## config.mk

```make
export PLATFORM = sky130hd
export DESIGN_NAME = i2c_clock_divider
export DESIGN_NICKNAME = d
export VERILOG_FILES = /design/src/design/i2c_bus_pkg.sv /design/src/design/i2c_clock_divider.sv
export VERILOG_INCLUDE_DIRS = /design/src /design/src/design
export SDC_FILE = /design/constraint.sdc
export NUM_CORES = 1
export LEC_CHECK = 0
export BUFFER_PORTS_ARGS = -buffer_cell sky130_fd_sc_hd__buf_2
export CAP_MARGIN = 20
export CORE_UTILIZATION = 30
export DETAILED_ROUTE_END_ITERATION = 10
export PLACE_DENSITY = 0.47
export REMOVE_ABC_BUFFERS = 1
export SETUP_SLACK_MARGIN = 0.3
export SLEW_MARGIN = 10
export SYNTH_ARGS = -nofsm -noshare
export SYNTH_HDL_FRONTEND = slang
export SYNTH_SLANG_ARGS = --single-unit
export TNS_END_PERCENT = 1
```

## constraint.sdc

```tcl
create_clock -name clock -period 4.91 [get_ports clock]
set_input_delay 0.982 -clock clock [delete_from_list [all_inputs] [get_ports clock]]
set_output_delay 0.982 -clock clock [all_outputs]
set_load 0.005 [all_outputs]
```

## src/design/i2c_defs.svh

```systemverilog
`ifndef I2C_DEFS_SVH
`define I2C_DEFS_SVH

// Bus field widths
`define I2C_ADDR_WIDTH      7
`define I2C_REG_WIDTH       8
`define I2C_DATA_WIDTH      8

// Bit rate divider
`define I2C_DIVIDER_WIDTH   16

// Serial framing
`define I2C_BYTE_BITS       8
`define I2C_PHASE_COUNT     4

`endif

```

## src/design/i2c_bus_pkg.sv

```systemverilog
`include "i2c_defs.svh"

package i2c_bus_pkg;

    // 7-bit target address, no R/W bit
    typedef logic [`I2C_ADDR_WIDTH-1:0]    i2c_dev_addr_t;

    typedef logic [`I2C_REG_WIDTH-1:0]     i2c_reg_addr_t;

    typedef logic [`I2C_DATA_WIDTH-1:0]    i2c_data_t;

    // Clocks per phase, minus one
    typedef logic [`I2C_DIVIDER_WIDTH-1:0] i2c_divider_t;

    // Phase within one SCL bit period
    typedef logic [$clog2(`I2C_PHASE_COUNT)-1:0] i2c_phase_t;

endpackage

```

## src/design/i2c_clock_divider.sv

```systemverilog
`timescale 1ns/10ps

module i2c_clock_divider
    import i2c_bus_pkg::*;
(
    input  logic         clock,
    input  logic         reset_n,
    input  i2c_divider_t divider,
    output logic         tick
);

    i2c_divider_t count;

    ////////////////////
    // Phase tick counter
    ////////////////////

    // Counts 0..divider, so one tick every divider+1 clocks.
    // The >= compare recovers at once when divider is lowered on the fly
    always_ff @(posedge clock) begin
        if (!reset_n) begin
            count <= '0;
            tick  <= 1'b0;
        end
        else if (count >= divider) begin
            count <= '0;
            tick  <= 1'b1;
        end
        else begin
            count <= count + 1'b1;
            tick  <= 1'b0;
        end
    end

endmodule

```

Word level (Yosys, flattened, before mapping) --
Index checks and enable logic that the tools add are counted. W data, S select, Z words.
Storage, ports and cells: register bits 17, input port bits 18, output and inout bits 1
Cells by class: add/sub/neg operators 1, order comparisons 1, mux-type cells 1, bitwise gates (word level) 1, reductions and logical operators 1
Operators with widths (count):
- $add A16 B1 Y16 const B | 1
- $ge A16 B16 Y1 | 1
- $reduce_or A2 Y1 | 1
- $mux W1 | 1
- $not A1 Y1 | 1

Logic depth before layout (Yosys ltp) --
depth in word-level cells 2, gate-level depth with buffers 8

Worst setup path before layout --
No wires, ideal clock.
path type input -> register, from input divider[15], to register count[4], library setup time 0.115 ns, arrival time 2.430 ns, slack 2.365 ns, cell stages on the path 8, buffers on the path 1, cells stage by stage inv_1 > ha_1 > nand4_1 > nor2_1 > or4b_1 > nand4_2 > buf_6 > nor2_1
On the way: word-level cells in the longest chain between the ends 2
Ends and longest elaborated chain:
- start: declaration | RTL line i2c_clock_divider.sv:8 | input i2c_divider_t divider,
- $ge A16 B16 Y1 | RTL line i2c_clock_divider.sv:25 | else if (count >= divider) begin
- $reduce_or A2 Y1 (no line)
- end signal: assignment | RTL line i2c_clock_divider.sv:30 | count <= count + 1'b1;
- end: declaration | RTL line i2c_clock_divider.sv:12 | i2c_divider_t count;
No other way between the ends. A chain may end at the register's enable or synchronous reset.

Final worst setup path --
from input divider[6], to register count[5]
The elaborated chain is that of the path after synthesis.

==> impl_results.md <==
* Status: finished, final reports clean
* Fill cells at 362
* CTS Hold Buffers Added at 0
* Largest net degree at the start of global routing at 17
* Initial antenna violation count at 0
* Mapped Area at between 0.001 and 0.0015 sq mm
* CTS buffer count at 3
* Syn. warnings at 0
* Vias in the first global route at approximately 770
* Vias post-DR at 866
* Final setup violation count at 0
* First-pass GRT wire length at 3270 microns
* Drt pass-1 iters at 4
* Comb power frac at 10.9%
* Clock share of power at roughly 30%
* Yosys cell types at 23
* CTS Sinks at 17
* Layout cells sized above 1 at around 16%
* Post-CTS resize count at 0
* P_leak at 0.0005764 uW
* Overflow after GRT at 0
* Setup crit start kind: primary input
* Worst Skew at between 10 and 15 ps
* Worst EP required at ~5000 ps
* Kind of critical path: primary input to flip-flop
* Core area at ~0.0034 sq mm
* Routed vias/inst at around 4.4
* RSZ-0062 raised after global routing: no
* Worst vdd ir at 0.05433 mV
* Slew Viols, Final at 0
* WHS at 494.2 ps
* Port-buffer cells at 18
* Crit Path Max Fanout at 16
* Root Buffer: clkbuf_4
* Die ar. at ~0.0038 sq mm
* Fin. Hold Viols at 0
* Pwr per Cell Area at 196.3 mW/mm^2
* HPWL Detailed at 1585 microns
* Routed WL per cell at 9.928 microns
* Internal Pwr Total at 183.6 uW
* Worst-path clk slew at 100 ps
* Routability cong. at 0.7317
* Worst hold path type: flip-flop to flip-flop
* Cells after synthesis at roughly 130
* Switching share of power at about 24%
* MaxCap Viol Count at 0
* Synth area leader: dfxtp_1
* I/O pin cnt at 19
* Register area share after synthesis at 31.78%
* Syn Area/Cell at roughly 8.4 sq um
* Area Overhead vs Synth at 15.30%
* Die height at 61.75 microns
* Final period utilization at 51.82%
* Starting Density at 31.60%
* GR Util All Layers at 11.85%
* FP Rows at 21
* Clock buffer depth at 2
* CTS tree: yes
* Min Tclk post-route at 2544 ps
* Switching pwr at 58.82 uW
* Worst setup EP type: flip-flop
* FF+latch count, synth at 17
* Later-pin clock latency in the skew report at just under 300 ps
* H-Tree Depth at 1
* Nets at 185
* Drt drc at 0
* Top-area cell type share of the netlist area at a little under a third
* Routed WL at 1936 microns
* Maximum clock rate at 393.0 MHz
* Fin Setup TNS at 0 ps
* ANT nets after route at 0
* Largest cells by area after synthesis: dfxtp_1 32%, ha_1 20%, nor2_1 8.8%, inv_1 7.4%, xnor2_1 5.7%
* Postcts setup bufs at 0
* CP arrival at 2770 ps
* Die W at 61.75 microns
* Seq pwr share at 58.9%
* Number of DRC markers in iteration 0 at 16
* Slew margin rel. at 65.95%
* Worst-margin pin slew at 506.8 ps
* Final antenna diode count at 0
==> kinds of logic (layout without fill, tap and decap cells) <==
group	Yosys count	after routing	share of synthesized area, %
flip-flops	17	17	31.78
adder cells (fa/ha/maj)	17	17	19.86
AND/OR/NAND/NOR	47	47	21.03
buffers and inverters	22	43	8.412
AO/OA/AOI/OAI	11	11	7.477
XOR/XNOR	14	14	11.45
==> state kept, by name (all words and copies together) (netlist names) <==
name / cells
count: 16
tick: 1
==> cell usage in the layout (no fill, tap or decap), drive strengths merged <==
cell,Yosys,final
a2111oi,1,1
a21oi,4,4
a221oi,1,1
a311oi,1,1
a31oi,1,1
a41oi,1,1
and4,1,1
buf,1,18
clkbuf,0,3
clkinv,0,1
dfxtp,17,17
ha,17,17
inv,21,21
nand2,4,4
nand2b,1,1
nand3,5,5
nand4,8,8
nor2,25,25
nor3,2,2
o21a,1,1
o21ai,1,1
or4b,1,1
xnor2,7,7
xor2,7,7
==> worst max-delay path, cell delays in order <==
cell and delay, ps:
buf_2 80, inv_1 30, ha_1 320, a41oi_1 210
o21ai_0 190, a221oi_2 330, nand4_2 400, nor2_1 230
==> power groups by stage <==
| stage | logic (uW) | registers, uW | clock network (uW) |
|---|---|---|---|
| after CTS | 27.1 | 143 | 78.3 |
| after global placement | 26.0 | 146 | 0 |
| after floorplan | 16.4 | 145 | 0 |
| final | 26.5 | 143 | 73.2 |
| after detailed placement | 26.9 | 146 | 0 |
| after global routing | 31.9 | 144 | 83.7 |
==> metrics by stage <==
| step | instance area [sq um] | util, % | cells | setup WS, ps | power [uW] |
|---|---|---|---|---|---|
| 5_1_grt | 1235 | 36.43 | 195 | 2201 | 259.2 |
| 3_5_place_dp | 1207 | 35.62 | 191 | 2042 | 172.9 |
| 2_1_floorplan | 1060 | - | 127 | 2396 | 161.6 |
| 3_3_place_gp | 1207 | 35.62 | 191 | 2060 | 171.9 |
| 6_report | 1235 | 36.43 | 195 | 2366 | 242.4 |
| 4_1_cts | 1235 | 36.43 | 195 | 2339 | 248.2 |
==> cells in the mapped netlist (all sizes together) <==
cell	count
and4	1
o21ai	1
nor2	25
a31oi	1
a2111oi	1
xor2	7
or4b	1
inv	21
nand2	4
nor3	2
nand4	8
buf	1
a311oi	1
xnor2	7
a221oi	1
ha	17
nand3	5
nand2b	1
o21a	1
a21oi	4
dfxtp	17
a41oi	1
==> metal layers <==
metal,GRT usage [%],up-vias,wire [microns]
li1,-,473,-
met1,15.62,376,1024
met2,18.43,15,815
met3,2.484,2,77
met4,5.714,0,19
met5,0,-,0
==> cell type report <==
class | instances | area (sq um) | share of cell area (%)
multi-input combinational | 89 | 640.6 | 51.87
sequential | 17 | 340.3 | 27.56
timing repair buffer | 18 | 90.09 | 7.295
inverter | 21 | 78.83 | 6.383
tap | 46 | 57.56 | 4.661
clock buffer | 3 | 22.52 | 1.824
clock inverter | 1 | 5.005 | 0.4053
==> path summary, 6_finish.rpt <==
path / start / endpoint / cells after the start / slack (ps)
max: divider[6] / count[5]$_SDFF_PP0_ / 8 / 2370
min: count[0]$_SDFF_PP0_ / count[0]$_SDFF_PP0_ / 1 / 490
max reg2reg: count[6]$_SDFF_PP0_ / count[5]$_SDFF_PP0_ / 6 / 2780
min reg2reg: count[0]$_SDFF_PP0_ / count[0]$_SDFF_PP0_ / 1 / 490
Note: power is estimated with default switching activity, not from simulation.
