**src/design/i2c_defs.svh**
```systemverilog
`ifndef I2C_DEFS_SVH
`define I2C_DEFS_SVH

// Bus field widths
`define I2C_ADDR_WIDTH      7
`define I2C_REG_WIDTH       8
`define I2C_DATA_WIDTH      8

// Bit rate divider
`define I2C_DIVIDER_WIDTH   16

// Serial framing
`define I2C_BYTE_BITS       8
`define I2C_PHASE_COUNT     4

`endif

```
**src/design/i2c_bus_pkg.sv**
```systemverilog
`include "i2c_defs.svh"

package i2c_bus_pkg;

    // 7-bit target address, no R/W bit
    typedef logic [`I2C_ADDR_WIDTH-1:0]    i2c_dev_addr_t;

    typedef logic [`I2C_REG_WIDTH-1:0]     i2c_reg_addr_t;

    typedef logic [`I2C_DATA_WIDTH-1:0]    i2c_data_t;

    // Clocks per phase, minus one
    typedef logic [`I2C_DIVIDER_WIDTH-1:0] i2c_divider_t;

    // Phase within one SCL bit period
    typedef logic [$clog2(`I2C_PHASE_COUNT)-1:0] i2c_phase_t;

endpackage

```
**src/design/i2c_seq_pkg.sv**
```systemverilog
package i2c_seq_pkg;

    // Commands from the sequencer to the byte engine
    typedef enum logic [1:0] {
        CMD_START = 2'd0,
        CMD_WRITE = 2'd1,
        CMD_READ  = 2'd2,
        CMD_STOP  = 2'd3
    } byte_cmd_e;

    // Single-register transaction steps
    typedef enum logic [3:0] {
        ST_IDLE    = 4'd0,
        ST_START   = 4'd1,
        ST_ADDR_W  = 4'd2,
        ST_REG     = 4'd3,
        ST_DATA    = 4'd4,
        ST_RESTART = 4'd5,
        ST_ADDR_R  = 4'd6,
        ST_READ    = 4'd7,
        ST_STOP    = 4'd8
    } txn_state_e;

endpackage

```
**src/design/i2c_byte_engine.sv**
```systemverilog
`timescale 1ns/10ps

`include "i2c_defs.svh"

module i2c_byte_engine
    import i2c_bus_pkg::*;
    import i2c_seq_pkg::*;
(
    input  logic      clock,
    input  logic      reset_n,
    input  logic      tick,
    input  logic      cmd_valid,
    input  byte_cmd_e cmd,
    input  i2c_data_t tx_byte,
    input  logic      scl_in,
    input  logic      sda_in,
    output logic      scl_low,
    output logic      sda_low,
    output logic      done,
    output logic      ack_ok,
    output i2c_data_t rx_byte
);

    logic                                  active;
    byte_cmd_e                             cur_cmd;
    i2c_phase_t                            phase;
    logic [$clog2(`I2C_BYTE_BITS + 1)-1:0] bit_cnt;
    i2c_data_t                             shift;
    logic                                  accept;
    logic                                  step;
    logic                                  last_bit;
    logic                                  framing;

    assign accept   = cmd_valid && !active;
    assign step     = active && tick;
    // Bit 8 is the ack slot after the data bits
    assign last_bit = (bit_cnt == `I2C_BYTE_BITS);
    assign framing  = (cur_cmd == CMD_START) || (cur_cmd == CMD_STOP);

    ////////////////////
    // Phase sequencing
    ////////////////////

    // Phase 0 sets SDA with SCL low, 1 releases SCL and waits for it,
    // 2 samples with SCL high, 3 pulls SCL low again
    always_ff @(posedge clock) begin
        if (!reset_n) begin
            active  <= 1'b0;
            cur_cmd <= CMD_STOP;
            phase   <= '0;
            bit_cnt <= '0;
            scl_low <= 1'b0;
            sda_low <= 1'b0;
            done    <= 1'b0;
            ack_ok  <= 1'b0;
        end
        else begin
            done <= 1'b0;
            if (accept) begin
                active  <= 1'b1;
                cur_cmd <= cmd;
                phase   <= '0;
                bit_cnt <= '0;
            end
            else if (step) begin
                case (phase)
                    2'd0: begin
                        phase <= 2'd1;
                        case (cur_cmd)
                            CMD_START: sda_low <= 1'b0;
                            CMD_STOP:  sda_low <= 1'b1;
                            // Ack slot is released for the target
                            CMD_WRITE: sda_low <= !last_bit && !shift[$left(shift)];
                            // Read bits and the closing NACK leave SDA released
                            default:   sda_low <= 1'b0;
                        endcase
                    end
                    2'd1: begin
                        scl_low <= 1'b0;
                        // Target may stretch SCL here
                        if (!scl_low && scl_in) begin
                            phase <= 2'd2;
                        end
                    end
                    2'd2: begin
                        phase <= 2'd3;
                        if (cur_cmd == CMD_START) begin
                            sda_low <= 1'b1;
                        end
                        else if (cur_cmd == CMD_STOP) begin
                            sda_low <= 1'b0;
                        end
                        else if (cur_cmd == CMD_WRITE && last_bit) begin
                            ack_ok <= !sda_in;
                        end
                    end
                    default: begin
                        phase <= 2'd0;
                        // Bus stays released after STOP
                        if (cur_cmd != CMD_STOP) begin
                            scl_low <= 1'b1;
                        end
                        if (framing || last_bit) begin
                            active <= 1'b0;
                            done   <= 1'b1;
                        end
                        else begin
                            bit_cnt <= bit_cnt + 1'b1;
                        end
                    end
                endcase
            end
        end
    end

    ////////////////////
    // Shift register
    ////////////////////

    // Outgoing bits leave at the top while incoming ones enter at the bottom
    always_ff @(posedge clock) begin
        if (accept) begin
            shift <= tx_byte;
        end
        else if (step && phase == 2'd2 && !framing && !last_bit) begin
            shift <= {shift[$left(shift)-1:0], sda_in};
        end
        if (step && phase == 2'd3 && last_bit && cur_cmd == CMD_READ) begin
            rx_byte <= shift;
        end
    end

    // Sequencer must wait for done
    a_no_overlap: assert property (@(posedge clock) disable iff (!reset_n)
        cmd_valid |-> !active);

    // Data only moves under a low clock outside START and STOP
    a_sda_stable: assert property (@(posedge clock) disable iff (!reset_n)
        $changed(sda_low) && !framing |-> scl_low && $past(scl_low));

endmodule

```
**config.mk**
```make
export PLATFORM = sky130hd
export DESIGN_NAME = i2c_byte_engine
export DESIGN_NICKNAME = d
export VERILOG_FILES = /design/src/design/i2c_bus_pkg.sv /design/src/design/i2c_seq_pkg.sv /design/src/design/i2c_byte_engine.sv
export VERILOG_INCLUDE_DIRS = /design/src /design/src/design
export SDC_FILE = /design/constraint.sdc
export NUM_CORES = 1
export LEC_CHECK = 0
export BUFFER_PORTS_ARGS = -buffer_cell sky130_fd_sc_hd__buf_2
export CAP_MARGIN = 40
export CELL_PAD_IN_SITES_DETAIL_PLACEMENT = 1
export CELL_PAD_IN_SITES_GLOBAL_PLACEMENT = 1
export CORE_ASPECT_RATIO = 0.7
export CORE_MARGIN = 4
export CORE_UTILIZATION = 37
export DETAILED_ROUTE_END_ITERATION = 7
export GPL_TIMING_DRIVEN = 0
export PLACE_DENSITY = 0.75
export SYNTH_ARGS = -nofsm -noshare
export SYNTH_HDL_FRONTEND = slang
export SYNTH_SLANG_ARGS = --single-unit
```
**constraint.sdc**
```tcl
create_clock -name clock -period 1.8 [get_ports clock]
set_input_delay 0.36 -clock clock [delete_from_list [all_inputs] [get_ports clock]]
set_output_delay 0.36 -clock clock [all_outputs]
set_load 0.02 [all_outputs]
```
[After elaboration in Yosys (flattened, before gate mapping)]
Cells that the tools add are included.
Storage, ports and cells
  register bits after elaboration: 29
  word-level logic and storage cells: 81
  input port bits: 16
Cells by class
  mux-type cells: 15
  reduce and logical (&&, ||, !) cells: 36
  bitwise operators: 8
  $add $sub $neg: 1
  equal/unequal tests: 11
Operators by type and width (number)
  8-bit 2-to-1 mux: 2
  1-bit logical AND: 11
  2-bit nonzero test: 5
  2-bit equality test, second input constant: 4
  1-bit 2-to-1 mux: 8
  1-bit NOT: 8
  4-bit AND reduction: 2
  1-bit zero test: 6
  1-bit one-hot mux with 2 select lines: 3
  2-bit one-hot mux with 3 select lines: 1
  3-bit AND reduction: 2
  6-bit AND reduction: 1
  6-bit OR reduction: 1
  4-bit by 1-bit adder with 4-bit output, second input constant: 1
  2-bit by 1-bit equality test with 1-bit output, second input constant: 2
  4-bit equality test, second input constant: 1
  2-bit zero test: 2
  2-bit inequality test, second input constant: 2
  2-bit OR reduction: 2
  3-bit inequality test, second input constant: 1
  3-bit OR reduction: 1
  1-bit logical OR: 2
  2-bit 2-to-1 mux: 1
  2-bit by 1-bit inequality test with 1-bit output, second input constant: 1
  2-bit AND reduction: 1

[Logic depth before layout (Yosys ltp)]
Gate-level depths: netlist of the first run.
  depth in word-level cells: 7
  mapped depth: 6
  mapped depth without buffers: 6

[Worst setup path before layout of the first run]
No wires, ideal clock.
  path type: register to register
  from: register cur_cmd[0]
  to: register shift[0] (enable)
  data required time: 1.416 ns
  arrival: 1.498 ns
  period minus slack after synthesis: 1.882 ns
  slack: -0.082 ns
  path buffers: 0
  stages on the path, launching flop included: 5
  cell sequence: dfxtp_1 > inv_1 > ha_1 > nand3_2 > o21ai_0
Between the ends
  cells in the longest elaborated chain, start to end: 6
  elaborated cells between the ends (all ways): 7
  those cells by class: eq/ne (1); reduce/logical (6)
RTL lines
  from (decl): line i2c_byte_engine.sv:25  | byte_cmd_e cur_cmd;
  from (signal assigned): line i2c_byte_engine.sv:61  | cur_cmd <= cmd;
  2-bit equality test / 2-bit zero test (equally long branches): line i2c_byte_engine.sv:38  | assign framing = (cur_cmd == CMD_START) || (cur_cmd == CMD_STOP);
  1-bit logical OR *: line i2c_byte_engine.sv:38
  1-bit zero test *: line i2c_byte_engine.sv:125  | else if (step && phase == 2'd2 && !framing && !last_bit) begin
  1-bit logical AND * (2 in a row): line i2c_byte_engine.sv:125
  2-bit nonzero test (no source line) *
  to (signal assigned): line i2c_byte_engine.sv:123  | shift <= tx_byte;
  to (signal assigned): line i2c_byte_engine.sv:126  | shift <= {shift[$left(shift)-1:0], sda_in};
  to (decl): line i2c_byte_engine.sv:28  | i2c_data_t shift;
Every way passes the cells marked *; elsewhere a longest branch is shown, timed or not.
A chain may end at the register's enable or synchronous reset.

[Final worst setup path of the first run]
  from: register cur_cmd[1]
  to: register shift[6] (enable)
The elaborated chain is that of the path after synthesis.

==> qor.csv, run 1 <==
stage,metric,value,unit
worst_setup_path,Critical R2R Launch,cur_cmd[1],
worst_setup_path,Worst Reg2Reg Path Length in Cells,4,
cells_and_area,Layout Cell Area excl Fill,1640,sq um
status,outcome,finished clean,
synthesis,Netlist cell types,33,
cts,Skew-Pair Late Insertion Delay,0.28,ns
worst_setup_path,worst reg2reg endpoint,shift[6],
worst_setup_path,crit path launch type,register,
sta,hold_ws,0.303,ns
place,# port buffers,27,
drt,First-pass DRT Iterations,4,
grt,first-pass GRT wire length,5.30,mm
synthesis,Ys Warns,0,
place,Placed Area,1540,sq um
synthesis,"Primary FF master, synth",edfxtp_1,
cts,CTS root buffer,clkbuf_8,
floorplan,Rows,17,
floorplan,Die Span Y,58.4,um
cts,H-tree depth,2,
cts,CTS tree,yes,
sta,Worst-Margin Slew,0.522,ns
sta,unrepaired setup endpoints after global routing,false,
sta,TNS Setup,0,ns
floorplan,die width,80.0,um
cells_and_area,Nets,188,
cts,Post-CTS Setup Bufs,0,
power,Pleak,0.712,nW
power,power density over the cells,828,nW/um^2
floorplan,Core Box Area,3320,sq um
synthesis,synthesized flop and latch total,29,
floorplan,Initial Util,0.405,
min_path,worst hold path class,in2reg,
place,RePlAce Congestion,0.781,
grt,GRT overflow,0,
drt,Routed WL per cell,15.7,um
grt,initial antenna violation count,0,
job,MaxCap Viol Count,0,
sta,final setup fails,0,
drt,final WL,3.27,mm
floorplan,I/O pin count,28,
floorplan,DIE AREA,4670,sq um
worst_setup_path,CP max FO,8,
sta,min cycle time layout,1.71,ns
synthesis,cell area after synthesis,1340,sq um
power,Tot Pwr,0.00136,W
synthesis,syn nets,153,
worst_setup_path,Worst Setup EP,shift[6],
sta,Max Freq,0.586,GHz
sta,Final period util,0.948,
drt,DRT iter0 DRCs,46,
worst_setup_path,Crit Path Category,reg2reg,
worst_setup_path,CP Data Required Time,1.75,ns
drt,Remaining DRCs,0,
grt,vias in the first global route,1112,
drt,Via density,4.89,
cts,clk buf depth,2,
cells_and_area,Filler Cell Count,403,
cts,Num CTS Buffers,5,
sta,"Slew Viols, Final",0,
worst_setup_path,flop2flop setup slack,0.09,ns
cells_and_area,area growth from synthesis to layout,22.2,%
worst_setup_path,Worst setup EP type,register,
worst_setup_path,Worst setup startpoint,cur_cmd[1],
synthesis,"EDFF count, synth",16,
cells_and_area,antenna fix cells,0,
sta,Slew HR,0.652,
power,peak supply drop,263,uV
drt,"antenna viol nets, final",0,
synthesis,register area share after synthesis,0.552,
drt,vias,1022,
cells_and_area,share of layout cells above drive strength 1,0.247,
cts,"CTS clk-pin slew, worst paths",0.06,ns
place,hpwl dp,2.52,mm
worst_setup_path,worst endpoint data arrival time,1.66,ns
grt,largest net degree at the start of global routing,11,
synthesis,Post-synth ARST share,0,
sta,Worst Clk Skew,0.00546,ns
sta,Final Hold Vio Count,0,
cts,Clock Sinks,29,
grt,Total GRT Usage,0.154,
synthesis,average size of a mapped cell,10.6,sq um
synthesis,Mapped Cells,127,
repair_timing:
action,4_1_cts,5_1_grt
endpoints found under the setup margin,12,4
hold buffers,0,0
resized for setup,3,1
endpoints found under the hold margin,0,0
critical path, stage by stage, from the launching register on:
cell and delay [ns]:
dfxtp_1 0.39, inv_1 0.11, ha_1 0.40, nand3_2 0.16, o21ai_4 0.32
Yosys cell counts, types with 2 or more instances:
| cell | n | area share |
|---|---|---|
| o211ai_1 | 3 | 0.017 |
| nor3_1 | 2 | 0.0075 |
| clkbuf_1 | 2 | 0.0056 |
| edfxtp_1 | 16 | 0.36 |
| nand2b_1 | 2 | 0.0093 |
| nor2_1 | 7 | 0.020 |
| mux2i_1 | 4 | 0.030 |
| a21oi_1 | 3 | 0.011 |
| ha_1 | 10 | 0.093 |
| o21ai_0 | 3 | 0.011 |
| dfxtp_1 | 13 | 0.19 |
| xnor2_1 | 2 | 0.013 |
| nand2_1 | 32 | 0.089 |
| inv_1 | 9 | 0.025 |
report_power, final:
group	switching [W]	internal [W]	leakage, nW	total (W)
registers	0.0000145	0.000726	0.255	0.000740
clock network	0.000235	0.000260	0.0387	0.000495
logic	0.0000766	0.0000466	0.418	0.000123
per-stage QoR:
| stage | utilization | instances | worst slack, ns |
|---|---|---|---|
| floorplan | - | 127 | 0.115 |
| global placement | 0.463 | 201 | -0.274 |
| detailed placement | 0.465 | 202 | -0.223 |
| CTS | 0.492 | 209 | 0.0698 |
| global route | 0.494 | 209 | 0.0121 |
| finish | 0.494 | 209 | 0.0931 |
routing by layer:
metal | track usage | vias up | share of wire
li1 | - | 508 | -
met1 | 0.191 | 491 | 0.46
met2 | 0.241 | 17 | 0.48
met3 | 0.0657 | 6 | 0.047
met4 | 0.0578 | 0 | 0.012
met5 | 0 | - | 0
layout make-up:
cell class,instances,area [sq um],share of cell area
Buffer,2,7.51,0.00458
Clock buffer,6,72.6,0.0442
Clock inverter,1,3.75,0.00229
Inverter,9,33.8,0.0206
Multi-Input combinational cell,87,583,0.355
Sequential cell,29,741,0.452
Tap cell,47,58.8,0.0359
Timing Repair Buffer,28,140,0.0854
cells in the final DEF (no fill, tap or decap), drive strengths merged, types with 2 or more instances in the layout:
| master | netlist | layout |
|---|---|---|
| nand3 | 2 | 2 |
| nand2b | 2 | 2 |
| inv | 9 | 9 |
| o21ai | 3 | 3 |
| mux2i | 4 | 4 |
| nor3 | 3 | 3 |
| a21oi | 3 | 3 |
| nand2 | 32 | 32 |
| buf | 0 | 28 |
| dfxtp | 13 | 13 |
| ha | 10 | 10 |
| edfxtp | 16 | 16 |
| xnor2 | 2 | 2 |
| clkbuf | 2 | 8 |
| nor2 | 7 | 7 |
| o211ai | 3 | 3 |
registers in the layout, summed over array words and instances, names as in the netlist:
signal,flops
ack_ok,1
shift,8
rx_byte,8
cur_cmd,2
active,1
bit_cnt,4
sda_low,1
phase,2
done,1
scl_low,1
cells by family after synthesis:
group | count (synthesis) | share of synthesized area
XOR/XNOR | 2 | 0.0130
AO/OA/AOI/OAI | 15 | 0.0755
flip-flops | 29 | 0.552
buffers and inverters | 11 | 0.0308
adder cells (fa/ha/maj) | 10 | 0.0932
AND/OR/NAND/NOR | 56 | 0.206
multiplexers | 4 | 0.0298
worst min path at each step:
stage,from,to,slack [ns],depth (start not counted)
after floorplan,shift[0],rx_byte[0],0.43,0
final,cmd[0],cur_cmd[0],0.30,3
after CTS,cmd[0],cur_cmd[0],0.30,3
after global placement,shift[3],rx_byte[3],0.43,0
after detailed placement,shift[1],rx_byte[1],0.44,0
after global routing,cmd[0],cur_cmd[0],0.31,3
Note: power is estimated with default switching activity, not from simulation.
==> run 2, diff against run 1 <==
--- a/config.mk
+++ b/config.mk
@@ -17,4 +17,5 @@
 export GPL_TIMING_DRIVEN = 0
 export PLACE_DENSITY = 0.75
+export SETUP_SLACK_MARGIN = 0.3
 export SYNTH_ARGS = -nofsm -noshare
 export SYNTH_HDL_FRONTEND = slang
==> constraint.sdc (replaced) <==
create_clock -name clock -period 1.8 [get_ports clock]
set_input_delay 0.36 -clock clock [delete_from_list [all_inputs] [get_ports clock]]
set_output_delay 0.36 -clock clock [all_outputs]
set_load 0.1 [all_outputs]
==> run 2 against run 1 <==
Compared with the run above: critical path depth is 2 higher; wire length is 20% higher; setup slack better by 0.17 ns; final cell count is 5.3% higher; clock-buffer cell count stayed put; sequential power hardly changed; register-to-register slack better by 0.17 ns; sequential share of layout area is 4.2 points lower; final area is 13% higher; largest cell class unchanged.
==> qor.csv, run 2 (synthesis gave the netlist of run 1 again) <==
stage,metric,value,unit
worst_setup_path,CP max stage delay,0.36,ns
drt,DRT iter0 DRCs,44,
sta,unrepaired setup endpoints after global routing,true,
sta,"Slew Viols, Final",0,
worst_setup_path,Worst Reg2Reg Path Length in Cells,6,
worst_setup_path,CP dominant cell by count,buf_6,
place,Placed Area,1550,sq um
cells_and_area,Layout Cell Area excl Fill,1860,sq um
cts,"CTS clk-pin slew, worst paths",0.06,ns
cts,H-tree depth,2,
worst_setup_path,worst endpoint data arrival time,1.53,ns
grt,largest net degree at the start of global routing,11,
cells_and_area,largest registers,"rx_byte: 8 flops, shift: 8 flops, bit_cnt: 4 flops",
power,peak supply drop,315,uV
grt,initial antenna violation count,0,
worst_setup_path,worst reg2reg endpoint,rx_byte[3],
drt,Via density,5.06,
sta,Final Hold Vio Count,0,
place,# port buffers,27,
worst_setup_path,critical path's slowest cell,dfxtp_4,
cells_and_area,Nets,199,
floorplan,Rows,17,
sta,final setup fails,0,
sta,Slew HR,0.668,
cells_and_area,"commonest cells after routing, fill and taps aside","32 x nand2_1, 27 x buf_2, 16 x edfxtp_1",
worst_setup_path,Critical R2R Launch,bit_cnt[0],
floorplan,I/O pin count,28,
cts,clk buf depth,2,
floorplan,Initial Util,0.405,
grt,vias in the first global route,1261,
floorplan,die width,80.0,um
worst_setup_path,Worst setup EP type,register,
min_path,worst hold path class,in2reg,
cts,Clock Sinks,29,
cells_and_area,"commonest non-fill, non-tap cell in the layout",nand2_1,
grt,Total GRT Usage,0.182,
sta,Max Freq,0.651,GHz
power,power density over the cells,760,nW/um^2
job,MaxCap Viol Count,0,
place,RePlAce Congestion,0.820,
worst_setup_path,Worst setup startpoint,bit_cnt[0],
worst_setup_path,CP max FO,4,
cts,CTS root buffer,clkbuf_8,
worst_setup_path,Buffers & Inverters on Critical Path,3,
worst_setup_path,"Largest delay share family, worst path",buffers and inverters,
drt,vias,1114,
worst_setup_path,crit path launch type,register,
worst_setup_path,Worst Setup EP,rx_byte[3],
cts,Num CTS Buffers,5,
sta,min cycle time layout,1.54,ns
grt,GRT overflow,0,
status,outcome,finished clean,
cells_and_area,post-layout util,0.559,
sta,TNS Setup,0,ns
drt,Routed WL per cell,17.9,um
cells_and_area,area growth from synthesis to layout,38.2,%
drt,Remaining DRCs,0,
worst_setup_path,CP Data Required Time,1.80,ns
drt,final WL,3.93,mm
grt,first-pass GRT wire length,6.38,mm
cts,CTS tree,yes,
power,Pleak,0.786,nW
worst_setup_path,crit path cell chain,"inv_4, ha_4, nand3b_1, buf_6, nor3_4, buf_6",
floorplan,DIE AREA,4670,sq um
cells_and_area,share of layout cells above drive strength 1,0.422,
worst_setup_path,Crit Path Category,reg2reg,
place,hpwl dp,2.59,mm
floorplan,Die Span Y,58.4,um
drt,First-pass DRT Iterations,4,
drt,"antenna viol nets, final",0,
floorplan,Core Box Area,3320,sq um
sta,Final period util,0.853,
sta,Worst-Margin Slew,0.501,ns
min_path,worst hold start,cmd[0],
cts,Skew-Pair Late Insertion Delay,0.28,ns
worst_setup_path,flop2flop setup slack,0.26,ns
worst_setup_path,cell count along the critical path,6,
cells_and_area,antenna fix cells,0,
sta,Worst Clk Skew,0.00346,ns
[run 2: where the power goes]
part / internal, W / switching (W) / leakage [nW]
Combinational: 0.0000680 / 0.000106 / 0.489
Clock: 0.000260 / 0.000238 / 0.0387
Sequential: 0.000723 / 0.0000145 / 0.258
[run 2: how the worst min path moves through the flow]
| stage | endpoint | cells after the start |
|---|---|---|
| finish | cur_cmd[0] | 3 |
| floorplan | rx_byte[0] | 0 |
| CTS | cur_cmd[0] | 3 |
| global route | cur_cmd[1] | 3 |
| detailed placement | rx_byte[2] | 0 |
| global placement | rx_byte[4] | 0 |
[run 2: timing repair]
item / 4_1_cts / 5_1_grt
cloned: 0 / 0
endpoints found under the setup margin: 24 / 25
hold buffers: 0 / 0
buffers inserted: 6 / 6
resized for setup: 15 / 21
pin swaps: 4 / 3
[run 2: stage by stage]
stage / hold WS [ns] / cells / power [W] / worst slack [ns]
global placement: 0.434 / 201 / 0.000880 / 0.0942
floorplan: 0.426 / 127 / 0.000836 / 0.336
finish: 0.314 / 220 / 0.00141 / 0.264
CTS: 0.317 / 214 / 0.00141 / 0.310
detailed placement: 0.435 / 201 / 0.000889 / 0.0136
global route: 0.330 / 220 / 0.00148 / 0.220
[run 2: worst reg2reg max path, stage by stage (launching register included)]
cell      delay, ns
dfxtp_4        0.36
inv_4          0.06
ha_4           0.13
nand3b_1       0.13
buf_6          0.16
nor3_4         0.25
buf_6          0.16
[run 2: cell type report]
| type | instances | area (sq um) |
|---|---|---|
| buffer | 2 | 8.76 |
| clock buffer | 6 | 72.6 |
| clock inverter | 1 | 3.75 |
| fill | 382 | 1460 |
| inverter | 9 | 38.8 |
| multi-input combinational | 87 | 664 |
| sequential | 29 | 759 |
| tap | 47 | 58.8 |
| timing repair buffer | 39 | 249 |
[run 2: per-layer routing]
layer | vias to the layer above | routed length (um) | track usage
met2 | 17 | 2030 | 0.331
met1 | 562 | 1730 | 0.210
met3 | 5 | 122 | 0.0505
met4 | 0 | 46 | 0.0530
li1 | 530 | - | -
met5 | - | 0 | 0
