### src/design/i2c_defs.svh
`ifndef I2C_DEFS_SVH
`define I2C_DEFS_SVH

// Bus field widths
`define I2C_ADDR_WIDTH      7
`define I2C_REG_WIDTH       8
`define I2C_DATA_WIDTH      8

// Bit rate divider
`define I2C_DIVIDER_WIDTH   16

// Serial framing
`define I2C_BYTE_BITS       8
`define I2C_PHASE_COUNT     4

`endif

### src/design/i2c_bus_pkg.sv
`include "i2c_defs.svh"

package i2c_bus_pkg;

    // 7-bit target address, no R/W bit
    typedef logic [`I2C_ADDR_WIDTH-1:0]    i2c_dev_addr_t;

    typedef logic [`I2C_REG_WIDTH-1:0]     i2c_reg_addr_t;

    typedef logic [`I2C_DATA_WIDTH-1:0]    i2c_data_t;

    // Clocks per phase, minus one
    typedef logic [`I2C_DIVIDER_WIDTH-1:0] i2c_divider_t;

    // Phase within one SCL bit period
    typedef logic [$clog2(`I2C_PHASE_COUNT)-1:0] i2c_phase_t;

endpackage

### src/design/i2c_seq_pkg.sv
package i2c_seq_pkg;

    // Commands from the sequencer to the byte engine
    typedef enum logic [1:0] {
        CMD_START = 2'd0,
        CMD_WRITE = 2'd1,
        CMD_READ  = 2'd2,
        CMD_STOP  = 2'd3
    } byte_cmd_e;

    // Single-register transaction steps
    typedef enum logic [3:0] {
        ST_IDLE    = 4'd0,
        ST_START   = 4'd1,
        ST_ADDR_W  = 4'd2,
        ST_REG     = 4'd3,
        ST_DATA    = 4'd4,
        ST_RESTART = 4'd5,
        ST_ADDR_R  = 4'd6,
        ST_READ    = 4'd7,
        ST_STOP    = 4'd8
    } txn_state_e;

endpackage

### src/design/i2c_transaction_fsm.sv
`timescale 1ns/10ps

module i2c_transaction_fsm
    import i2c_bus_pkg::*;
    import i2c_seq_pkg::*;
(
    input  logic          clock,
    input  logic          reset_n,
    input  logic          enable,
    input  logic          read_write,
    input  i2c_data_t     mosi_data,
    input  i2c_reg_addr_t register_address,
    input  i2c_dev_addr_t device_address,
    output logic          busy,
    output logic          nack,
    output i2c_data_t     miso_data,
    output logic          cmd_valid,
    output byte_cmd_e     cmd,
    output i2c_data_t     tx_byte,
    input  logic          done,
    input  logic          ack_ok,
    input  i2c_data_t     rx_byte
);

    txn_state_e    state;
    txn_state_e    next_state;
    logic          issue;
    byte_cmd_e     next_cmd;
    i2c_data_t     next_tx;
    logic          start_request;
    logic          ack_missing;
    logic          saved_read;
    i2c_dev_addr_t saved_device;
    i2c_reg_addr_t saved_register;
    i2c_data_t     saved_data;

    // enable while busy is ignored
    assign start_request = (state == ST_IDLE) && enable;
    assign ack_missing   = done && !ack_ok;

    ////////////////////
    // Next step
    ////////////////////

    always_comb begin
        next_state = state;
        issue      = 1'b0;
        next_cmd   = CMD_STOP;
        next_tx    = tx_byte;
        case (state)
            ST_IDLE: begin
                if (enable) begin
                    next_state = ST_START;
                    issue      = 1'b1;
                    next_cmd   = CMD_START;
                end
            end
            ST_START: begin
                if (done) begin
                    next_state = ST_ADDR_W;
                    issue      = 1'b1;
                    next_cmd   = CMD_WRITE;
                    // Address byte with the write bit
                    next_tx    = {saved_device, 1'b0};
                end
            end
            ST_ADDR_W, ST_REG, ST_ADDR_R: begin
                if (done) begin
                    issue = 1'b1;
                    if (!ack_ok) begin
                        next_state = ST_STOP;
                        next_cmd   = CMD_STOP;
                    end
                    else if (state == ST_ADDR_W) begin
                        next_state = ST_REG;
                        next_cmd   = CMD_WRITE;
                        next_tx    = saved_register;
                    end
                    else if (state == ST_ADDR_R) begin
                        next_state = ST_READ;
                        next_cmd   = CMD_READ;
                    end
                    else if (saved_read) begin
                        next_state = ST_RESTART;
                        next_cmd   = CMD_START;
                    end
                    else begin
                        next_state = ST_DATA;
                        next_cmd   = CMD_WRITE;
                        next_tx    = saved_data;
                    end
                end
            end
            ST_RESTART: begin
                if (done) begin
                    next_state = ST_ADDR_R;
                    issue      = 1'b1;
                    next_cmd   = CMD_WRITE;
                    next_tx    = {saved_device, 1'b1};
                end
            end
            ST_DATA, ST_READ: begin
                if (done) begin
                    next_state = ST_STOP;
                    issue      = 1'b1;
                    next_cmd   = CMD_STOP;
                end
            end
            ST_STOP: begin
                if (done) begin
                    next_state = ST_IDLE;
                end
            end
            default: next_state = ST_IDLE;
        endcase
    end

    always_ff @(posedge clock) begin
        if (!reset_n) begin
            state     <= ST_IDLE;
            busy      <= 1'b0;
            nack      <= 1'b0;
            cmd_valid <= 1'b0;
        end
        else begin
            state     <= next_state;
            cmd_valid <= issue;
            if (start_request) begin
                busy <= 1'b1;
                nack <= 1'b0;
            end
            else if (state == ST_STOP && done) begin
                busy <= 1'b0;
            end
            if (ack_missing && state inside {ST_ADDR_W, ST_REG, ST_DATA, ST_ADDR_R}) begin
                nack <= 1'b1;
            end
        end
    end

    // Request fields and command payload
    always_ff @(posedge clock) begin
        if (start_request) begin
            saved_read     <= read_write;
            saved_device   <= device_address;
            saved_register <= register_address;
            saved_data     <= mosi_data;
        end
        if (issue) begin
            cmd     <= next_cmd;
            tx_byte <= next_tx;
        end
        if (state == ST_READ && done) begin
            miso_data <= rx_byte;
        end
    end

    // Engine reports only inside a transaction
    a_busy_in_txn: assert property (@(posedge clock) disable iff (!reset_n)
        state != ST_IDLE || done |-> busy);

endmodule

### config.mk
export PLATFORM = sky130hd
export DESIGN_NAME = i2c_transaction_fsm
export DESIGN_NICKNAME = d
export VERILOG_FILES = /design/src/design/i2c_bus_pkg.sv /design/src/design/i2c_seq_pkg.sv /design/src/design/i2c_transaction_fsm.sv
export VERILOG_INCLUDE_DIRS = /design/src /design/src/design
export SDC_FILE = /design/constraint.sdc
export NUM_CORES = 1
export LEC_CHECK = 0
export BUFFER_PORTS_ARGS = -buffer_cell sky130_fd_sc_hd__buf_2
export CAP_MARGIN = 20
export CORE_ASPECT_RATIO = 0.9
export CORE_MARGIN = 3
export CORE_UTILIZATION = 46
export CTS_CLUSTER_SIZE = 28
export DETAILED_ROUTE_END_ITERATION = 8
export PLACE_DENSITY_LB_ADDON = 0.15
export SLEW_MARGIN = 40
export SYNTH_ARGS = -nofsm -noshare
export SYNTH_HDL_FRONTEND = slang
export SYNTH_SLANG_ARGS = --single-unit
### constraint.sdc
create_clock -name clock -period 3.43 [get_ports clock]
set_input_delay 0.686 -clock clock [delete_from_list [all_inputs] [get_ports clock]]
set_output_delay 0.686 -clock clock [all_outputs]
set_load 0.02 [all_outputs]
=== Yosys cells after proc, flatten, opt, wreduce, memory -nomap -nowiden ===
Index checks and enable logic that the tools add are counted.
Widths: inputs -> output; s select.

* Register bits: 49
* Bits of input ports: 37
* Logic and storage cells: 79

* Equality and inequality tests: 17
* Muxes and demuxes: 34
* Reduce and logical (&&, ||, !) cells: 17

{| class="wikitable"
|+ Operators by type and width
! cell !! number
|-
| $mux 8 || 7
|-
| $mux 4 || 7
|-
| $pmux 4 s6 || 1
|-
| $pmux 8 s3 || 1
|-
| $eq 4x3->1 const B || 4
|-
| $mux 2 || 7
|-
| $ne 2x2->1 const B || 7
|-
| $eq 4x2->1 const B || 2
|-
| $mux 1 || 8
|-
| $reduce_and 8->1 || 1
|-
| $reduce_or 7->1 || 1
|-
| $ne 3x3->1 const B || 2
|-
| $pmux 2 s3 || 1
|-
| $reduce_and 6->1 || 1
|-
| $logic_and 1x1->1 || 5
|-
| $eq 4x1->1 const B || 1
|-
| $eq 4x4->1 const B || 1
|-
| $logic_not 4->1 || 1
|-
| $reduce_bool 2->1 || 2
|-
| $reduce_bool 4->1 || 1
|-
| $reduce_or 2->1 || 2
|-
| $mux 3 || 1
|-
| $reduce_bool 3->1 || 1
|-
| $reduce_or 3->1 || 1
|-
| 2 further kinds || 2
|}

=== Depth between registers and ports, before layout ===
Gate-level depths: netlist of the first run.

* Word-level depth: 6
* Gate-level depth with buffers: 6

=== Worst setup path before layout of the first run ===
Ideal clock, no wire load.

* Path kind: input to register
* Start point: in enable
* End point: reg cmd[1] (data pin)
* Library setup time: 0.292 ns
* Data arrival time: 1.752 ns
* Data required time: 3.138 ns
* Slack: 1.386 ns
* Stages: 3
* Path buffers: 0
* Cells stage by stage: nor2b_1 > and2_1 > o21ai_0

* Longest elaborated chain between the ends: 2

{| class="wikitable"
|+ Ends and longest elaborated chain
! element !! line !! source
|-
| from (decl) || i2c_transaction_fsm.sv:9 || <nowiki>input logic enable,</nowiki>
|-
| $mux 2 || i2c_transaction_fsm.sv:52 || <nowiki>if (enable) begin</nowiki>
|-
| $pmux 2 s3 || i2c_transaction_fsm.sv:50 || <nowiki>case (state)</nowiki>
|-
| named net next_cmd[1] || i2c_transaction_fsm.sv:28 || <nowiki>byte_cmd_e next_cmd;</nowiki>
|-
| to (signal assigned) || i2c_transaction_fsm.sv:150 || <nowiki>cmd <= next_cmd;</nowiki>
|-
| to (decl) || i2c_transaction_fsm.sv:18 || <nowiki>output byte_cmd_e cmd,</nowiki>
|}

The timed path passes the listed nets, and every way through them passes these cells.
A chain may end at the register's enable or synchronous reset.

=== Worst setup path after layout of the first run ===
* Start point: reg state[1]
* End point: reg tx_byte[2] (data pin)

* Longest elaborated chain between the ends: 5

{| class="wikitable"
|+ Ends and longest elaborated chain
! element !! line !! source
|-
| from (decl) || i2c_transaction_fsm.sv:25 || <nowiki>txn_state_e state;</nowiki>
|-
| from (signal assigned) || i2c_transaction_fsm.sv:126 || <nowiki>state <= next_state;</nowiki>
|-
| $eq 4x2->1 || i2c_transaction_fsm.sv:50, i2c_transaction_fsm.sv:74 ||
|-
| $mux 8 || i2c_transaction_fsm.sv:74 || <nowiki>else if (state == ST_ADDR_W) begin</nowiki>
|-
| $mux 8 || i2c_transaction_fsm.sv:70 || <nowiki>if (!ack_ok) begin</nowiki>
|-
| $mux 8 || i2c_transaction_fsm.sv:68 || <nowiki>if (done) begin</nowiki>
|-
| $pmux 8 s3 * || i2c_transaction_fsm.sv:50 ||
|-
| named net next_tx[2] || i2c_transaction_fsm.sv:29 || <nowiki>i2c_data_t next_tx;</nowiki>
|-
| to (signal assigned) || i2c_transaction_fsm.sv:151 || <nowiki>tx_byte <= next_tx;</nowiki>
|-
| to (decl) || i2c_transaction_fsm.sv:19 || <nowiki>output i2c_data_t tx_byte,</nowiki>
|}

The timed path passes the listed nets; every way through them passes the cells marked *. The select of a mux whose other input is x is not followed.

==> results of run 1 <==
state kept, by name, indices dropped and copies added (netlist names):
name	cells
saved_data	8
cmd	2
tx_byte	8
saved_read	1
state	4
saved_register	8
busy	1
nack	1
miso_data	8
cmd_valid	1
saved_device	7
cell usage in the layout, fill, tap and decap left out, drive strengths merged, types with 7 or more instances in the layout:
master and count:
a21oi 14, o22ai 7, nand2b 9, buf 59, nor2b 7, o31ai 8, nor3 8, dfxtp 7
mux2 8, clkbuf 7, edfxtp 42
metrics by stage:
| step | utilization | area [µm²] |
|---|---|---|
| finish | 0.5933 | 2531 |
| global route | 0.5933 | 2531 |
| floorplan | - | 2126 |
| detailed placement | 0.5745 | 2451 |
| CTS | 0.5933 | 2531 |
| global placement | 0.5733 | 2446 |
path summary, 6_finish.rpt:
kind                end  slack (ns)  cells after the start
min                nack        0.48                      2
max          tx_byte[2]        1.29                      4
max reg2reg  tx_byte[2]        1.29                      4
min reg2reg        nack        0.48                      2
kinds of logic (layout without fill, tap and decap cells):
| family | count (synthesis) | in the layout |
|---|---|---|
| buf+inv | 15 | 71 |
| mux | 9 | 9 |
| simple gates | 43 | 43 |
| flops | 49 | 49 |
| compound gates | 45 | 45 |
metal layers:
metal	part of all wire	up-vias	track usage
met2	0.47	61	0.2490
met4	0.0085	0	0.03755
li1	-	722	-
met1	0.45	678	0.1972
met5	0	-	0
met3	0.070	4	0.05155
area by class of cell:
class,instances,share of cell area
well taps,60,0.02966
clock buffers,7,0.03015
flip-flops and latches,49,0.5536
repair buffers,59,0.1186
clock inverters,1,0.001483
multi-input cells,97,0.2605
inverters,4,0.005932
where the power goes:
group	total, W	switching (W)	internal, W	leakage, nW
combinational	0.000311	0.000188	0.000123	0.448
clock	0.000312	0.000170	0.000142	0.0399
sequential	0.000772	0.0000309	0.000741	0.453
critical path: cells and delay by family (launching register included):
family / cells / cell delay (ns)
AO/OA/AOI/OAI: 2 / 0.27
flip-flops: 1 / 0.57
AND/OR/NAND/NOR: 2 / 1.03
==> flow_metrics.py, run 1 <==
metrics = {
    "finish": {
        "num-fill-cells": 362,
        "nNetsFinal": 253,
        "multiInputGateArea_um2": 659.4,
        "area_growth_pct": 19.07,
        "fin_cells": 277,
        "drive_above_1_share": 0.3548,
        "diodes": 0,
        "seq_area_um2": 1401,
    },
    "sta": {
        "worst_slew_pin_slew_ns": 0.7308,
        "slew_violations": 0,
        "period_needed_ns": 2.143,
        "period_share": 0.6247,
        "relSlewSlack": 0.5118,
        "skew_ns": 0.003383,
        "max_freq_mhz": 466.7,
        "hold_ws_ns": 0.4763,
        "rsz0062_at_grt": "false",
        "finalWorstSetupSlack_ns": 1.287,
        "setup_tns_ns": 0,
        "finalHoldViolations": 0,
        "setup_viol_count_final": 0,
    },
    "yosys": {
        "ys_types": 38,
        "ys_ff_latch": 49,
        "synth_cells": 161,
        "synth_most_common_cell": "edfxtp_1",
        "netlist_area_um2": 2126,
        "ys_seq_area_frac": 0.6592,
        "synth-compound-area-share": 0.1418,
        "synth_async_sr_flop_share": 0,
        "muxShareOfSynthArea": 0.04885,
        "yosys.area_share.xor_xnor": 0,
        "netlist_top_cells_area": "edfxtp_1 59%, dfxtp_1 6.6%, mux2_2 4.2%",
        "synth_area_leader_cell": "edfxtp_1",
        "synth.avg_cell_area_um2": 13.20,
        "synthAdderAreaFrac": 0,
        "synth_top_family_by_area": "compound AO/OA/AOI/OAI gates",
        "synthTopCellsByCount": "42 x edfxtp_1, 14 x a21oi_1, 9 x nand2b_1",
        "syn_nets": 198,
        "ys_warn_count": 0,
        "synth_top_area_share": 0.5933,
        "yosys_most_used_dff": "edfxtp_1",
        "synth-simple-area-share": 0.1171,
        "synth-edff-count": 42,
    },
    "critical_path": {
        "cpPeakStageDelay_ns": 0.66,
        "crit_slowest_cell": "nor2b_1",
        "cp_cell_sequence": "nor2b_1 -> nand2_1 -> o22ai_1 -> a21oi_1",
        "worstSetupPathType": "register to register",
        "reg2reg_from": "state[1]",
        "arrival_ns": 2.16,
        "end_kind": "register",
        "startpoint": "state[1]",
        "worstPathMaxFanout": 13,
        "critPathLaunchType": "register",
        "required_ns": 3.45,
    },
    "global_routing": {
        "grt_pass1_wl_um": 6617,
        "gr-usage-all-layers": 0.1534,
        "grt.overflow.total": 0,
        "antenna_found_initial": 0,
        "grt_pass1_vias": 1427,
        "grt_start_max_net_pins": 36,
    },
    "placement": {
        "dp.cells": 269,
        "pre_cts_ws_ns": 1.173,
        "hpwlAfterDp_um": 2776,
        "gp_congestion": 0.8463,
        "io_buffers": 57,
    },
    "routing": {
        "drc": 0,
        "firstDrtPassIters": 4,
        "avgViaCountPerCell": 5.289,
        "drt-initial-drc-count": 231,
        "num_vias": 1465,
        "wire_per_inst_um": 14.09,
        "antenna_left": 0,
        "wirelength_um": 3904,
    },
    "floorplan": {
        "start_util": 0.4982,
        "io_pins": 58,
        "die_width_um": 77.66,
        "die_y_um": 70.49,
        "die-area_um2": 5474,
        "placementRows": 22,
        "coreArea_um2": 4267,
    },
    "clock_network": {
        "clk_path_buf_depth": 2,
        "clock-sinks": 49,
        "cts.htree.levels": 2,
        "cts_made_buffers": 5,
        "insertion_delay_ns": 0.29,
        "holdBufCountCts": 0,
        "root_buffer": "clkbuf_8",
        "cts-resized-gates": 0,
        "path_clk_slew_ns": 0.08,
        "post-cts-setup-buffer-count": 0,
        "cts_tree": "built",
    },
    "min_path": {
        "worstHoldPathType": "register to register",
        "min_from": "nack",
    },
    "pwr": {
        "power_density_nw_per_um2": 551.1,
        "ir_drop_mv": 0.3300,
        "leakage_nw": 0.9406,
        "design_power_total_w": 0.001395,
    },
    "run_status": {
        "status": "complete, no violations",
    },
    "job": {
        "max_cap_viol_count": 0,
    },
}
(Power assumes the default switching activity.)
==> run 2: changes to the inputs <==
ABC_AREA = 1   (was not set)
clock period = 1.9 ns   (was 3.43 ns; I/O delays follow)
==> run 2 against run 1 <==
Net effect:
- synthesized cell count grew 3.1%
- register-to-register slack lost 1.0 ns
- hold slack lost 0.22 ns
- sequential cell count is the same
- critical path depth grew 3
- sequential power grew 120%
- area after synthesis shrank 4.8%
- first-iteration DRC count shrank 79%
- cell count grew 6.5%
- utilization grew 0.61 points
- worst setup slack lost 1.0 ns
- sequential share of layout area grew 0.89 points
- largest cell class unchanged
- highest routed layer unchanged
==> flow_metrics.py, run 2 <==
metrics = {
    "yosys": {
        "yosys_most_used_dff": "edfxtp_1",
        "synth-edff-count": 42,
        "muxShareOfSynthArea": 0,
        "ys_types": 22,
        "ys_ff_latch": 49,
        "synth_most_common_cell": "edfxtp_1",
        "synth_async_sr_flop_share": 0,
        "ys_seq_area_frac": 0.6926,
        "synth.avg_cell_area_um2": 12.19,
        "synth-simple-area-share": 0.1874,
        "synth-compound-area-share": 0.08534,
        "yosys.area_share.xor_xnor": 0,
        "syn_nets": 203,
        "ys_warn_count": 0,
        "netlist_area_um2": 2023,
        "synthTopCellsByCount": "42 x edfxtp_1, 37 x nand2_1, 16 x nor2_1, 16 x o21ai_2, 10 x nand3_1",
        "netlist_top_cells_area": "edfxtp_1 62%, dfxtp_1 6.9%, o21ai_2 6.9%",
        "synth_area_leader_cell": "edfxtp_1",
        "synth_top_family_by_area": "simple AND/OR/NAND/NOR gates",
        "synthAdderAreaFrac": 0,
        "synth_top_area_share": 0.6234,
        "synth_cells": 166,
    },
    "placement": {
        "pre_cts_ws_ns": 0.2695,
        "hpwlAfterDp_um": 2879,
        "postPlaceCellArea_um2": 2410,
        "io_buffers": 57,
        "gp_congestion": 0.8691,
    },
    "pwr": {
        "leakage_nw": 1.052,
        "design_power_total_w": 0.003448,
        "p_clk_frac": 0.166,
        "switching_power_w": 0.001249,
        "power_density_nw_per_um2": 1384,
        "p_sw_frac": 0.3621,
        "pwr-share-seq": 0.482,
        "internal_power_w": 0.002199,
        "combPwrFrac": 0.352,
        "ir_drop_mv": 0.6932,
    },
    "routing": {
        "drc": 0,
        "wirelength_um": 3755,
        "drt-initial-drc-count": 48,
        "avgViaCountPerCell": 4.729,
        "wire_per_inst_um": 12.73,
        "antenna_left": 0,
        "firstDrtPassIters": 4,
        "num_vias": 1395,
    },
    "critical_path": {
        "arrival_ns": 1.65,
        "startpoint": "state[1]",
        "required_ns": 1.90,
        "reg2reg_from": "state[1]",
        "regToRegSetupSlack_ns": 0.25,
        "reg2regPathDepth": 7,
        "critPathLaunchType": "register",
        "end_kind": "register",
        "worstSetupPathType": "register to register",
        "worstPathMaxFanout": 10,
    },
    "finish": {
        "layout_commonest_cell": "buf_2",
        "final_cell_mix": "57 x buf_2, 42 x edfxtp_1, 37 x nand2_1",
        "area_growth_pct": 23.13,
        "diodes": 0,
        "drive_above_1_share": 0.4426,
        "final_area_um2": 2491,
        "nNetsFinal": 271,
        "num-fill-cells": 349,
    },
    "clock_network": {
        "root_buffer": "clkbuf_8",
        "post-cts-setup-buffer-count": 0,
        "insertion_delay_ns": 0.29,
        "clk_path_buf_depth": 2,
        "cts_made_buffers": 5,
        "path_clk_slew_ns": 0.08,
        "clock-sinks": 49,
        "holdBufCountCts": 0,
        "cts.htree.levels": 2,
        "cts_tree": "built",
        "cts-resized-gates": 0,
    },
    "floorplan": {
        "die_y_um": 68.92,
        "die-area_um2": 5231,
        "placementRows": 22,
        "coreArea_um2": 4156,
        "start_util": 0.4868,
        "io_pins": 58,
        "die_width_um": 75.91,
    },
    "global_routing": {
        "met3_usage": 0.05195,
        "grtUsageMet2": 0.2367,
        "antenna_found_initial": 0,
        "gr-usage-all-layers": 0.1528,
        "grt_pass1_wl_um": 5975,
        "grt_pass1_vias": 1273,
        "grt.overflow.total": 0,
        "gr-max-usage-layer": "met2",
        "grt_start_max_net_pins": 19,
        "use_met1": 0.1990,
    },
    "sta": {
        "finalHoldViolations": 0,
        "setup_tns_ns": 0,
        "skew_ns": 0.006529,
        "setup_viol_count_final": 0,
        "finalWorstSetupSlack_ns": 0.2518,
        "period_needed_ns": 1.648,
        "worst_slew_pin_slew_ns": 0.2629,
        "relSlewSlack": 0.8231,
        "max_freq_mhz": 606.7,
        "period_share": 0.8675,
        "hold_ws_ns": 0.2558,
        "slew_violations": 0,
        "rsz0062_at_grt": "false",
    },
    "min_path": {
        "min_from": "mosi_data[0]",
        "hold_path_depth": 1,
        "worstHoldPathType": "input port to register",
    },
    "run_status": {
        "status": "complete, no violations",
    },
    "job": {
        "max_cap_viol_count": 0,
    },
}
run 2: area by class of cell:
cell class                      instances  area, µm²  area share
Sequential cell                        49       1401      0.5625
Multi-Input combinational cell        101      551.8      0.2215
Timing Repair Buffer                   62      322.8      0.1296
Clock buffer                            7      76.32     0.03064
Tap cell                               60      75.07     0.03014
Inverter                               15      58.81     0.02361
Clock inverter                          1      5.005    0.002009
run 2: critical path: stages (launching register included):
cell     delay [ns]
dfxtp_1        0.48
nand2_2        0.15
nor2_8         0.22
inv_4          0.11
nand3_2        0.08
nand3_1        0.06
nor2_1         0.08
buf_4          0.18
run 2: layer usage:
layer  vias to the layer above  share of wire
li1                        704              -
met1                       636           0.48
met2                        50           0.44
met5                         -              0
met3                         5          0.067
met4                         0          0.012
run 2: logic make-up (layout without fill, tap and decap cells):
| logic type | count (synthesis) | count (layout) |
|---|---|---|
| AND/OR/NAND/NOR | 79 | 79 |
| flip-flops | 49 | 49 |
| AO/OA/AOI/OAI | 22 | 22 |
| buffers and inverters | 16 | 85 |
run 2: power groups by stage:
stage                     clock, W  sequential [W]  combinational, W
after floorplan                  0         0.00178          0.000774
after global placement           0         0.00169           0.00121
after detailed placement         0         0.00169           0.00122
after CTS                 0.000589         0.00166           0.00122
after global routing      0.000631         0.00169           0.00135
final                     0.000571         0.00166           0.00122
run 2: stage by stage:
stage / util / cells
3_5_place_dp: 0.5798 / 287
6_report: 0.5993 / 295
5_1_grt: 0.5993 / 295
4_1_cts: 0.5993 / 295
3_3_place_gp: 0.5798 / 287
2_1_floorplan: - / 166
run 2: path summary, 6_finish.rpt:
kind	endpoint
max	tx_byte[2]
min	saved_data[0]
max reg2reg	tx_byte[2]
min reg2reg	busy
==> run 3: changes to the inputs <==
CTS_CLUSTER_SIZE = not set   (was 28)
RECOVER_POWER = 50   (was not set)
==> run 3 against run 2 <==
Net effect:
- sequential share of layout area grew 0.74 points
- critical endpoint unchanged
- via count grew 0.14%
- clock skew is essentially flat
- maximum frequency shrank 2.7%
- critical path type unchanged
- highest routed layer unchanged
==> flow_metrics.py, run 3 (synthesis gave the netlist of run 2 again) <==
metrics = {
    "sta": {
        "max_freq_mhz": 590.3,
        "worst_slew_pin_slew_ns": 0.3369,
        "period_share": 0.8916,
        "period_needed_ns": 1.694,
        "rsz0062_at_grt": "false",
        "finalHoldViolations": 0,
        "setup_tns_ns": 0,
        "slew_violations": 0,
        "setup_viol_count_final": 0,
        "skew_ns": 0.006180,
        "relSlewSlack": 0.7746,
    },
    "global_routing": {
        "grt.overflow.total": 0,
        "antenna_found_initial": 0,
        "grt_pass1_vias": 1273,
        "met3_usage": 0.05195,
        "use_met1": 0.1990,
        "grt_pass1_wl_um": 5975,
        "grt_start_max_net_pins": 19,
        "gr-usage-all-layers": 0.1528,
        "gr-max-usage-layer": "met2",
        "grtUsageMet2": 0.2367,
    },
    "pwr": {
        "ir_drop_mv": 0.6919,
        "p_clk_frac": 0.167,
        "leakage_nw": 0.9879,
        "combPwrFrac": 0.346,
        "power_density_nw_per_um2": 1390,
        "p_sw_frac": 0.3655,
        "internal_power_w": 0.002169,
        "switching_power_w": 0.001249,
        "pwr-share-seq": 0.487,
    },
    "finish": {
        "fin_cells": 295,
        "final_cell_mix": "42 x edfxtp_1, 38 x nand2_1, 35 x buf_2",
        "layout_commonest_cell": "edfxtp_1",
        "diodes": 0,
        "area_growth_pct": 21.52,
        "drive_above_1_share": 0.3404,
        "nNetsFinal": 271,
    },
    "critical_path": {
        "arrival_ns": 1.70,
        "critPathLaunchType": "register",
        "required_ns": 1.90,
        "end_kind": "register",
        "worstPathMaxFanout": 8,
        "worstSetupPathType": "register to register",
    },
    "floorplan": {
        "die_y_um": 68.92,
        "die_width_um": 75.91,
        "coreArea_um2": 4156,
        "io_pins": 58,
        "start_util": 0.4868,
        "die-area_um2": 5231,
        "placementRows": 22,
    },
    "job": {
        "max_cap_viol_count": 0,
    },
    "routing": {
        "drc": 0,
        "wirelength_um": 3783,
        "wire_per_inst_um": 12.82,
        "drt-initial-drc-count": 60,
        "firstDrtPassIters": 4,
        "num_vias": 1397,
        "antenna_left": 0,
        "avgViaCountPerCell": 4.736,
    },
    "clock_network": {
        "post-cts-setup-buffer-count": 0,
        "cts-resized-gates": 0,
        "insertion_delay_ns": 0.29,
        "cts_made_buffers": 5,
        "clk_path_buf_depth": 2,
        "path_clk_slew_ns": 0.08,
        "cts_tree": "built",
        "cts.htree.levels": 2,
        "root_buffer": "clkbuf_8",
        "holdBufCountCts": 0,
        "clock-sinks": 49,
    },
    "placement": {
        "hpwlAfterDp_um": 2879,
        "gp_congestion": 0.8691,
        "dp.cells": 287,
        "io_buffers": 57,
    },
    "min_path": {
        "worstHoldPathType": "input port to register",
    },
    "run_status": {
        "status": "complete, no violations",
    },
}
[run 3: changes by cell type in the layout (fill, tap and decap cells not counted)]
cell,previous run,this run
nor2_1,16,17
clkbuf_1,2,24
buf_2,57,35
nor2_2,3,2
nand2_1,37,38
nand2_2,6,5
[run 3: cell type report]
| type | instances | area [µm²] |
|---|---|---|
| fillers | 363 | 1698 |
| flip-flops and latches | 49 | 1401 |
| multi-input cells | 101 | 546.8 |
| repair buffers | 62 | 295.3 |
| clock buffers | 7 | 76.32 |
| well taps | 60 | 75.07 |
| inverters | 15 | 58.81 |
| clock inverters | 1 | 5.005 |
[run 3: path summary, 6_finish.rpt]
path	start	to	slack, ns	cells after the start
worst min register to register	busy	busy	0.47	2
worst max register to register	state[1]	tx_byte[2]	0.21	6
worst min-delay path	mosi_data[0]	saved_data[0]	0.26	1
worst max-delay path	state[1]	tx_byte[2]	0.21	6
[run 3: metal layers]
layer  wire length, µm  share of wire
met5                 0              0
met4                45          0.012
met2              1679           0.44
met1              1774           0.47
met3               283          0.075
[run 3: per-stage QoR]
| stage | area, µm² | power (W) | utilization | setup slack (ns) | hold slack [ns] |
|---|---|---|---|---|---|
| 3_5_place_dp | 2410 | 0.002906 | 0.5798 | 0.2695 | 0.4596 |
| 4_1_cts | 2491 | 0.003477 | 0.5993 | 0.2516 | 0.2449 |
| 6_report | 2459 | 0.003418 | 0.5915 | 0.2060 | 0.2562 |
| 2_1_floorplan | 2023 | 0.002559 | - | 0.1402 | 0.4789 |
| 3_3_place_gp | 2410 | 0.002900 | 0.5798 | 0.2935 | 0.4570 |
| 5_1_grt | 2459 | 0.003637 | 0.5915 | 0.08688 | 0.2384 |
[run 3: power by group through the flow]
stage	sequential, W	combinational (W)	clock [W]
final	0.00166	0.00118	0.000571
after CTS	0.00166	0.00122	0.000589
after detailed placement	0.00169	0.00122	0
after global placement	0.00169	0.00121	0
after floorplan	0.00178	0.000774	0
after global routing	0.00169	0.00132	0.000631
[run 3: worst max-delay path, cell delays in order, from the launching register on]
cell and delay (ns):
dfxtp_1 0.38, nor2_1 0.30, nand3_2 0.19, nand2_1 0.19, inv_2 0.06, nor2_1 0.09
buf_4 0.18
